==> config.mk <==
export PLATFORM = sky130hd
export DESIGN_NAME = reduction_unit
export DESIGN_NICKNAME = d
export VERILOG_FILES = /design/src/reducer_data_pkg.sv /design/src/reducer_port_pkg.sv /design/src/add_reducer.sv /design/src/addend_bank.sv /design/src/delay_line.sv /design/src/reduction_unit.sv /design/src/result_holder.sv
export VERILOG_INCLUDE_DIRS = /design/src
export SDC_FILE = /design/constraint.sdc
export NUM_CORES = 1
export LEC_CHECK = 0
export BUFFER_PORTS_ARGS = -buffer_cell sky130_fd_sc_hd__buf_2
export CAP_MARGIN = 10
export CELL_PAD_IN_SITES_DETAIL_PLACEMENT = 1
export CELL_PAD_IN_SITES_GLOBAL_PLACEMENT = 1
export CORE_MARGIN = 2
export CORE_UTILIZATION = 49
export DETAILED_ROUTE_END_ITERATION = 12
export GPL_TIMING_DRIVEN = 1
export PLACE_DENSITY = 0.85
export SLEW_MARGIN = 0
export SYNTH_ARGS = -nofsm -noshare
export SYNTH_HDL_FRONTEND = slang
export SYNTH_SLANG_ARGS = --single-unit
==> constraint.sdc <==
create_clock -name clock -period 3.1 [get_ports clock]
set_input_delay 0.31 -clock clock [delete_from_list [all_inputs] [get_ports clock]]
set_output_delay 0.31 -clock clock [all_outputs]
set_load 0.02 [all_outputs]
==> src/add_reducer_config.svh <==
// ---------------------------------------
// Build-time sizes for the sum engine. The adder tree is fixed at
// eight addends and three layers, so only the word width may change
// ---------------------------------------

`ifndef ADD_REDUCER_CONFIG_SVH
`define ADD_REDUCER_CONFIG_SVH

// Bit width of every addend word and of the final sum
// Sums wrap modulo two to this width and the carry-out is lost
`define RDC_WORD_WIDTH 36

// Number of write ports, which is also the number of bank words
`define RDC_ADDENDS 8

// Adder layers in the tree, each one halves the word count
// This must stay the base-two log of RDC_ADDENDS
`define RDC_TREE_DEPTH 3

// Clock edges from the commit edge to the edge that shows the sum
// Input stage, three adder layers and the output stage
`define RDC_LATENCY 5

`endif

==> src/reducer_data_pkg.sv <==
// ---------------------------------------
// Data vector types for the sum engine, sized from the config header
// ---------------------------------------

`include "add_reducer_config.svh"

package reducer_data_pkg;

    // ---------------------------------------
    // Words
    // ---------------------------------------

    // One addend, one partial sum or the final sum
    typedef logic [`RDC_WORD_WIDTH-1:0] word_t;

    // ---------------------------------------
    // Banks
    // ---------------------------------------

    // All addends packed side by side
    // Port 0 sits in the lowest slice, port N at bits N*width and up
    typedef logic [(`RDC_ADDENDS * `RDC_WORD_WIDTH)-1:0] bank_t;

endpackage

==> src/reducer_port_pkg.sv <==
// ---------------------------------------
// Control vector types for the eight write ports
// ---------------------------------------

`include "add_reducer_config.svh"

package reducer_port_pkg;

    // ---------------------------------------
    // Write control
    // ---------------------------------------

    // One enable bit per write port, bit N belongs to port N
    typedef logic [`RDC_ADDENDS-1:0] wren_t;

    // ---------------------------------------
    // Port numbering
    // ---------------------------------------

    // Enough bits to name any one of the eight ports
    // It has to grow by hand if the addend count ever changes
    typedef logic [2:0] port_idx_t;

endpackage

==> src/add_reducer.sv <==
// ---------------------------------------
// Pipelined tree of eight addends, one sum out every cycle
// Result appears five edges after the bank value, wrapping at word width
// ---------------------------------------

`timescale 1ns/1ps

`include "add_reducer_config.svh"

module add_reducer (
    input  logic                    clock,
    input  logic                    arst_n,
    input  reducer_data_pkg::bank_t addends,
    output reducer_data_pkg::word_t reduction
);

    localparam int W = `RDC_WORD_WIDTH;

    // Bank value after the input stage
    reducer_data_pkg::bank_t staged;

    // Single word left after the last adder layer
    reducer_data_pkg::word_t tree_sum;

    // ---------------------------------------
    // Input stage
    // ---------------------------------------

    // One register ahead of the tree so the adders see a stable bank
    delay_line #(
        .DEPTH (1),
        .WIDTH ($bits(reducer_data_pkg::bank_t))
    ) u_input_stage (
        .clock    (clock),
        .arst_n   (arst_n),
        .in_data  (addends),
        .out_data (staged)
    );

    // ---------------------------------------
    // Adder layers
    // ---------------------------------------

    generate
        for (genvar l = 0; l < `RDC_TREE_DEPTH; l++) begin : g_layer
            // Words produced by this layer, half of what comes in
            localparam int N_OUT = `RDC_ADDENDS >> (l + 1);

            logic [(2 * N_OUT * W)-1:0] operands;
            logic [(N_OUT * W)-1:0]     sums;

            // The first layer reads the staged bank, later ones the previous layer
            if (l == 0) begin : g_first
                assign operands = staged;
            end else begin : g_next
                assign operands = g_layer[l-1].sums;
            end

            // Word j of the low half pairs with word j of the high half
            // Carry-out is dropped, so each partial sum wraps at W bits
            always_ff @(posedge clock or negedge arst_n) begin
                if (!arst_n) begin
                    sums <= '0;
                end else begin
                    for (int j = 0; j < N_OUT; j++) begin
                        sums[j*W +: W] <= operands[j*W +: W] + operands[(j+N_OUT)*W +: W];
                    end
                end
            end
        end
    endgenerate

    assign tree_sum = g_layer[`RDC_TREE_DEPTH-1].sums;

    // ---------------------------------------
    // Output stage
    // ---------------------------------------

    // Last register, giving the full five-edge depth
    delay_line #(
        .DEPTH (1),
        .WIDTH (W)
    ) u_output_stage (
        .clock    (clock),
        .arst_n   (arst_n),
        .in_data  (tree_sum),
        .out_data (reduction)
    );

endmodule

==> src/addend_bank.sv <==
// ---------------------------------------
// Eight addend words, a write on a port wins over clear for that port
// ---------------------------------------

`timescale 1ns/1ps

`include "add_reducer_config.svh"

module addend_bank (
    input  logic                    clock,
    input  logic                    arst_n,
    input  reducer_port_pkg::wren_t wren,
    input  reducer_data_pkg::bank_t wdata,
    input  logic                    clear,
    output reducer_data_pkg::bank_t addends
);

    // Width of one slice of the packed bank
    localparam int W = `RDC_WORD_WIDTH;

    // ---------------------------------------
    // Bank update
    // ---------------------------------------

    // This is the only state that survives from one sum to the next
    // A write becomes visible on addends one edge after it is sampled
    always_ff @(posedge clock or negedge arst_n) begin
        if (!arst_n) begin
            addends <= '0;
        end else begin
            for (int p = 0; p < `RDC_ADDENDS; p++) begin
                if (wren[p]) begin
                    // Port p loads its own slice of wdata
                    addends[p*W +: W] <= wdata[p*W +: W];
                end else if (clear) begin
                    // Clear only reaches ports that are not written this edge
                    addends[p*W +: W] <= '0;
                end
                // With neither write nor clear the word keeps its value
            end
        end
    end

endmodule

==> src/delay_line.sv <==
// ---------------------------------------
// Fixed-depth register chain, every stage resets to zero
// ---------------------------------------

`timescale 1ns/1ps

module delay_line #(
    parameter int DEPTH = 1,
    parameter int WIDTH = 1
) (
    input  logic             clock,
    input  logic             arst_n,
    input  logic [WIDTH-1:0] in_data,
    output logic [WIDTH-1:0] out_data
);

    generate
        if (DEPTH == 0) begin : g_bypass
            // No stages at all, so the input reaches the output in the same cycle
            assign out_data = in_data;
        end else begin : g_chain
            // Stage 0 takes the input, the last stage drives the output
            logic [WIDTH-1:0] stages [DEPTH];

            always_ff @(posedge clock or negedge arst_n) begin
                if (!arst_n) begin
                    for (int i = 0; i < DEPTH; i++) begin
                        stages[i] <= '0;
                    end
                end else begin
                    stages[0] <= in_data;
                    // Each stage hands its value one step down the chain per edge
                    for (int i = 1; i < DEPTH; i++) begin
                        stages[i] <= stages[i-1];
                    end
                end
            end

            assign out_data = stages[DEPTH-1];
        end
    endgenerate

endmodule

==> src/reduction_unit.sv <==
// ---------------------------------------
// Top of the sum engine with no handshake. A commit shows its sum
// on result_valid five edges later, and commits may come every cycle
// ---------------------------------------

`timescale 1ns/1ps

module reduction_unit (
    input  logic                    clock,
    input  logic                    arst_n,
    input  reducer_port_pkg::wren_t wren,
    input  reducer_data_pkg::bank_t wdata,
    input  logic                    clear,
    input  logic                    commit,
    output reducer_data_pkg::word_t result,
    output logic                    result_valid
);

    // Bank contents feeding the tree
    reducer_data_pkg::bank_t addends;

    // Tree output, five edges behind the bank
    reducer_data_pkg::word_t reduction;

    // ---------------------------------------
    // Input side
    // ---------------------------------------

    addend_bank u_addend_bank (
        .clock   (clock),
        .arst_n  (arst_n),
        .wren    (wren),
        .wdata   (wdata),
        .clear   (clear),
        .addends (addends)
    );

    // ---------------------------------------
    // Adder tree
    // ---------------------------------------

    add_reducer u_add_reducer (
        .clock     (clock),
        .arst_n    (arst_n),
        .addends   (addends),
        .reduction (reduction)
    );

    // ---------------------------------------
    // Output side
    // ---------------------------------------

    // Commit goes straight here and is delayed to meet its sum
    result_holder u_result_holder (
        .clock        (clock),
        .arst_n       (arst_n),
        .commit       (commit),
        .reduction    (reduction),
        .result       (result),
        .result_valid (result_valid)
    );

endmodule

==> src/result_holder.sv <==
// ---------------------------------------
// Holds the committed sum, result_valid marks each new value for one cycle
// ---------------------------------------

`timescale 1ns/1ps

`include "add_reducer_config.svh"

module result_holder (
    input  logic                    clock,
    input  logic                    arst_n,
    input  logic                    commit,
    input  reducer_data_pkg::word_t reduction,
    output reducer_data_pkg::word_t result,
    output logic                    result_valid
);

    // Commit pulse after travelling the pipeline depth
    logic commit_aligned;

    // Sum kept from the most recent valid cycle
    reducer_data_pkg::word_t held_sum;

    // The commit walks the same number of stages as the data it belongs to
    delay_line #(
        .DEPTH (`RDC_LATENCY),
        .WIDTH (1)
    ) u_commit_delay (
        .clock    (clock),
        .arst_n   (arst_n),
        .in_data  (commit),
        .out_data (commit_aligned)
    );

    // The valid flag rises on the same edge that brings the matching sum out of the tree
    // The sum is captured on the next edge, and from then it is held
    always_ff @(posedge clock or negedge arst_n) begin
        if (!arst_n) begin
            result_valid <= 1'b0;
            held_sum     <= '0;
        end else begin
            result_valid <= commit_aligned;
            if (result_valid) begin
                held_sum <= reduction;
            end
        end
    end

    // In the valid cycle the fresh sum bypasses the holding register
    assign result = result_valid ? reduction : held_sum;

endmodule

# == Word-level counts from Yosys, hierarchy flattened ==
# Index checks and enable logic that the tools add are counted.
# totals
register_bits,906
inputBits,300
output_inout_bits,37
elab_cells,45
# op_classes
n_addsub,7
muxes,10
reduce_logical,8
# op_table
cell,n
$mux 36,10
$add 36x36->36,7
$reduce_bool 2->1,8

# == Longest topological paths before layout ==
# logic_depth
depth_word,2
depth_mapped,10
ltp_nobuf,10

# == By module ==
# From an unflattened synthesis, not the netlist that was laid out.
# unflattened
cells_unflattened,3022
area_unflattened_um2,38847.3
# by_module_without_submodules
mod,n_inst,cells_each,area_each_um2,seq_area_each_um2
add_reducer,1,1975,18694.2,6306.0
addend_bank,1,641,10405.0,7206.9
delay_line at u_add_reducer.u_input_stage,1,288,7206.9,7206.9
result_holder,1,77,1515.2,925.9
delay_line at u_add_reducer.u_output_stage,1,36,900.9,900.9
delay_line at u_result_holder.u_commit_delay,1,5,125.1,125.1

# == Worst setup path after synthesis ==
# OpenSTA, ideal clock, no wires.
# synth_timing
path_kind,flip-flop to flip-flop
startpoint,"register u_add_reducer.u_input_stage.g_chain.stages, in the netlist u_add_reducer.u_input_stage.out_data[108]"
endpoint,register u_add_reducer.g_layer[0].sums[136]
setup_ns,0.131
arrival_time_ns,2.669
t_required_ns,2.969
path_slack_ns,0.300
stages_incl_launch_ff,11
n_path_buf,0
period_less_slack_ns,2.800
path_cell_list,dfrtp_1 -> ha_1 -> fa_1 -> a21oi_1 -> nor2_1 -> o311a_1 -> o22ai_1 -> o22ai_1 -> o41ai_2 -> o21ai_0 -> xor2_1
# synth_between
elab_chain_len,1
# synth_rtl
element,line_no,rtl
"start, declared",delay_line.sv:23,logic [WIDTH-1:0] stages [DEPTH];
"start signal, assigned by index",delay_line.sv:34,stages[i] <= stages[i-1];
$add 36x36->36,add_reducer.sv:66,sums[j*W +: W] <= operands[j*W +: W] + operands[(j+N_OUT)*W +: W];
"end signal, assigned by index",add_reducer.sv:66,
"end, declared",add_reducer.sv:50,logic [(N_OUT * W)-1:0] sums;
# No other way between the ends.
# A chain may end at the register's enable or synchronous reset.

# == Final worst setup path ==
# layout_timing
startpoint,register u_add_reducer.g_layer[1].sums[4]
endpoint,register u_add_reducer.g_layer[2].sums[33]
# layout_between
elab_chain_len,1
# layout_rtl
element,line_no
"start, declared",add_reducer.sv:50
"start signal, assigned by index",add_reducer.sv:66
$add 36x36->36,add_reducer.sv:66
"end signal, assigned by index",add_reducer.sv:66
"end, declared",add_reducer.sv:50
# No other way between the ends.

==> impl_results.md <==
* Total Power at 41.56 mW
* Vias per inst at 6.166
* Routed Wire Length at 138400 um
* Synthesized area per cell at 12.34 um^2
* Worst Hold Class: in -> reg
* Slew HR at 25.56%
* Die area at 81080 um^2
* Cell count after synthesis at 3129
* Die X-Extent at 284.7 um
* Initial antenna violation count at 13
* CP max FO at 5
* Final Skew at 0.04082 ns
* Yosys warns at 0
* Status: finished clean
* Row count at 102
* CTS Buf Count at 94
* Layout cell share with drive strength beyond 1 at 16.60%
* First-pass DRT Iterations at 5
* ANT nets after route at 0
* R2r setup slk at 0.03 ns
* TritonCTS sink count at 906
* Post-Synth Adder-Cell Area at 8.300%
* Kind of critical path: reg -> reg
* Dpl cells at 4435
* Largest net degree at the start of global routing at 127
* H-tree levels at 3
* Starting density of the core at 49.69%
* Fin. max-slew vios at 0
* Max Cap Viol at 0
* Fin nets at 4338
* Largest stage delay on the critical path at 0.48 ns
* DR WL/cell at 28.19 um
* Num ports at 337
* Non-Filler Instances at 4908
* Period utilization at 98.96%
* Maximum VDD drop at 0.5146 mV
* Highest-delay cell along the critical path: a2111oi_4
* P&R area growth vs syn at 24.47%
* Top delay family on crit path: compound AO/OA/AOI/OAI gates
* Clock Latency Late Sink at 0.68 ns
* Syn_nets at 3681
* RSZ-0062 raised after global routing: true
* Root buffer cell: clkbuf_16
* F_max at 0.3260 GHz
* CTS tree: done
* Number of synthesized register bits at 906
* Placer Congestion at 0.9091
* Grt ovf at 0
* Total GRT Usage at 34.10%
* Port bufs at 336
* Endpoints failing hold at 0
* Number of synthesized flops with an enable pin at 0
* Unique masters post-synth at 72
* Fill count at 7746
* Vias in the first global route at 33515
* # DRC at 0
* Dpl cell area at 41630 um^2
* WHS at 0.1234 ns
* CP required at 3.63 ns
* Post-DP HPWL at 79800 um
* Share of flip-flops with an asynchronous set or reset at 100.0%
* Global-route wire length before repair at 211500 um
* Mux cell area share after synthesis at 1.076%
* DR vias at 30261
* Largest family of logic cells by synthesized area: compound AO/OA/AOI/OAI gates
* Post-synthesis sequential area ratio at 58.70%
* Arrival @ worst endpoint at 3.59 ns
* Simple-Gate Fraction of Synth Area at 6.272%
* Die Ht at 284.7 um
* Min cycle time layout at 3.068 ns
* Core ar. at 77720 um^2
* CP Cell Sequence: ha_1, a2111oi_4, o21ai_2, a41o_2, a221o_2, a311oi_4, nor2_2, o311a_1
* Final setup vio count at 0
* Iteration-0 DRC Markers at 2272
* Bufs and invs on worst path at 0
* Setup crit start kind: register
* Clk buf depth at 3
* Post-synthesis compound-gate area fraction at 18.69%
* Critical path endpoint category: register
* Leakage at 23.08 nW
* PwrDens at 864.5 nW/um^2
* Main flop type after synthesis: dfrtp_1
* Worst slew pin tran at 1.114 ns
* Clock slew at reported path FFs at 0.07 ns
* Post-route cell area at 48070 um^2
* Synth Area in XOR/XNOR at 5.261%
* Synthesized area at 38620 um^2
## layout by cell type (no fill, tap or decap), types with 9 or more instances in the layout
master         synthesis  routed
dfrtp_1              906     906
buf_2                  0     335
dlygate4sd3_1          0     290
a22o_1               289     289
ha_1                 245     245
a21oi_1              231     223
nand2_1              169     169
xnor2_1              140     139
nor2_1               134     125
a21o_1               120     120
o21ai_0              119     112
clkbuf_16              0      94
xor2_1                92      92
inv_1                 61      61
nand3_1               54      54
buf_4                  0      42
o21bai_1              38      38
mux2_2                36      36
nand4_1               30      30
nor3_1                28      28
a211oi_1              31      28
a31oi_1               26      25
o21a_1                23      23
nand2b_1              19      19
nor2b_1               18      18
clkbuf_8               0      18
and3_1                17      17
clkinv_2               0      17
clkbuf_1             112      16
o31ai_1               16      14
o211ai_1              13      13
bufinv_16              0      13
or3_1                 11      11
a211o_1                9       9
nor2_2                 1       9
## path summary, 6_finish.rpt
check | start | endpoint | depth (start not counted)
worst max-delay path | u_add_reducer.g_layer[1].sums[4] | u_add_reducer.g_layer[2].sums[33] | 8
worst min-delay path | wren[4] | u_addend_bank.addends[176] | 3
worst max register to register | u_add_reducer.g_layer[1].sums[4] | u_add_reducer.g_layer[2].sums[33] | 8
worst min register to register | u_add_reducer.g_layer[2].sums[18] | u_add_reducer.u_output_stage.out_data[18] | 0
max in group asynchronous | arst_n | u_addend_bank.addends[285] | 3
min in group asynchronous | arst_n | u_add_reducer.u_input_stage.out_data[105] | 2
## cell families after synthesis
logic type / Yosys count
multiplexers: 37
XOR/XNOR: 232
buffers and inverters: 175
AO/OA/AOI/OAI: 1008
flip-flops: 906
adder cells (fa/ha/maj): 252
AND/OR/NAND/NOR: 519
## repair_timing
action                                 in CTS  in global routing
setup buffers                               1                  4
endpoints found under the hold margin     359                  0
hold buffers                              290                  0
setup endpoints to repair                  14                 51
gates resized for setup                     7                 34
pin swaps                                   1                  9
## per-layer routing
| metal | share of wire (%) | global-route usage (%) |
|---|---|---|
| met1 | 38 | 40.87 |
| met2 | 51 | 59.60 |
| met4 | 5.6 | 16.75 |
| met3 | 5.6 | 5.784 |
| met5 | 0.058 | 0 |
## final cells by class
class,instances,area (um^2),share of cell area (%)
inverters,61,229.0,0.4763
multi-input cells,2048,15500,32.25
repair buffers,675,5050,10.50
diodes,6,15.01,0.03123
well taps,1040,1301,2.707
clock buffers,128,2660,5.534
clock inverters,44,640.6,1.333
flip-flops and latches,906,22670,47.16
## cell usage after synthesis, drive strengths merged (8+ instances only)
cell	number	area [um^2]
clkbuf	112	420.4
o21ai	120	604.3
ha	245	3065
a21oi	231	1156
and3	17	106.4
nor3	28	140.1
nor2	135	509.2
a22o	289	2531
a211o	9	78.83
a211oi	31	232.7
a31oi	26	162.7
nor2b	18	112.6
xnor2	140	1226
nand2b	19	118.9
dfrtp	906	22670
inv	61	229.0
nand4	30	187.7
o211ai	13	97.59
o221ai	9	85.08
o21bai	38	285.3
xor2	92	805.8
o21a	23	172.7
nand2	169	634.4
nand3	54	270.3
mux2	36	405.4
a21o	120	900.9
or3	11	68.82
o31ai	17	132.6
a21boi	8	63.81
## per-stage QoR
stage,TNS [ns],util (%),setup slack [ns]
final,0,61.85,0.03229
after global routing,-0.1547,61.84,-0.04746
after CTS,0,61.58,0.002032
after detailed placement,0,53.56,0.004787
after global placement,0,53.56,0.1432
after floorplan,0,-,0.2997
## sequential cells by signal (all words and copies together), names as in the netlist
name                                           count
u_result_holder.result_valid                       1
u_addend_bank.addends                            288
u_add_reducer.u_output_stage.out_data             36
u_result_holder.held_sum                          36
u_add_reducer.g_layer.sums                       252
u_result_holder.u_commit_delay.g_chain.stages      4
u_result_holder.u_commit_delay.out_data            1
u_add_reducer.u_input_stage.out_data             288
## worst register-to-register path, stage by stage (launching register included)
cell and delay (ns):
dfrtp_1 0.39, ha_1 0.41, a2111oi_4 0.49, o21ai_2 0.12, a41o_2 0.33, a221o_2 0.41
a311oi_4 0.39, nor2_2 0.05, o311a_1 0.34
## report_power, final
group          leakage, nW  switching, mW  internal [mW]
registers             11.2           1.35           14.1
logic                 10.3           8.31           5.26
clock network         1.62           5.34           7.16
total                 23.1           15.0           26.6
No activity file was read; power rests on OpenSTA's default activity.
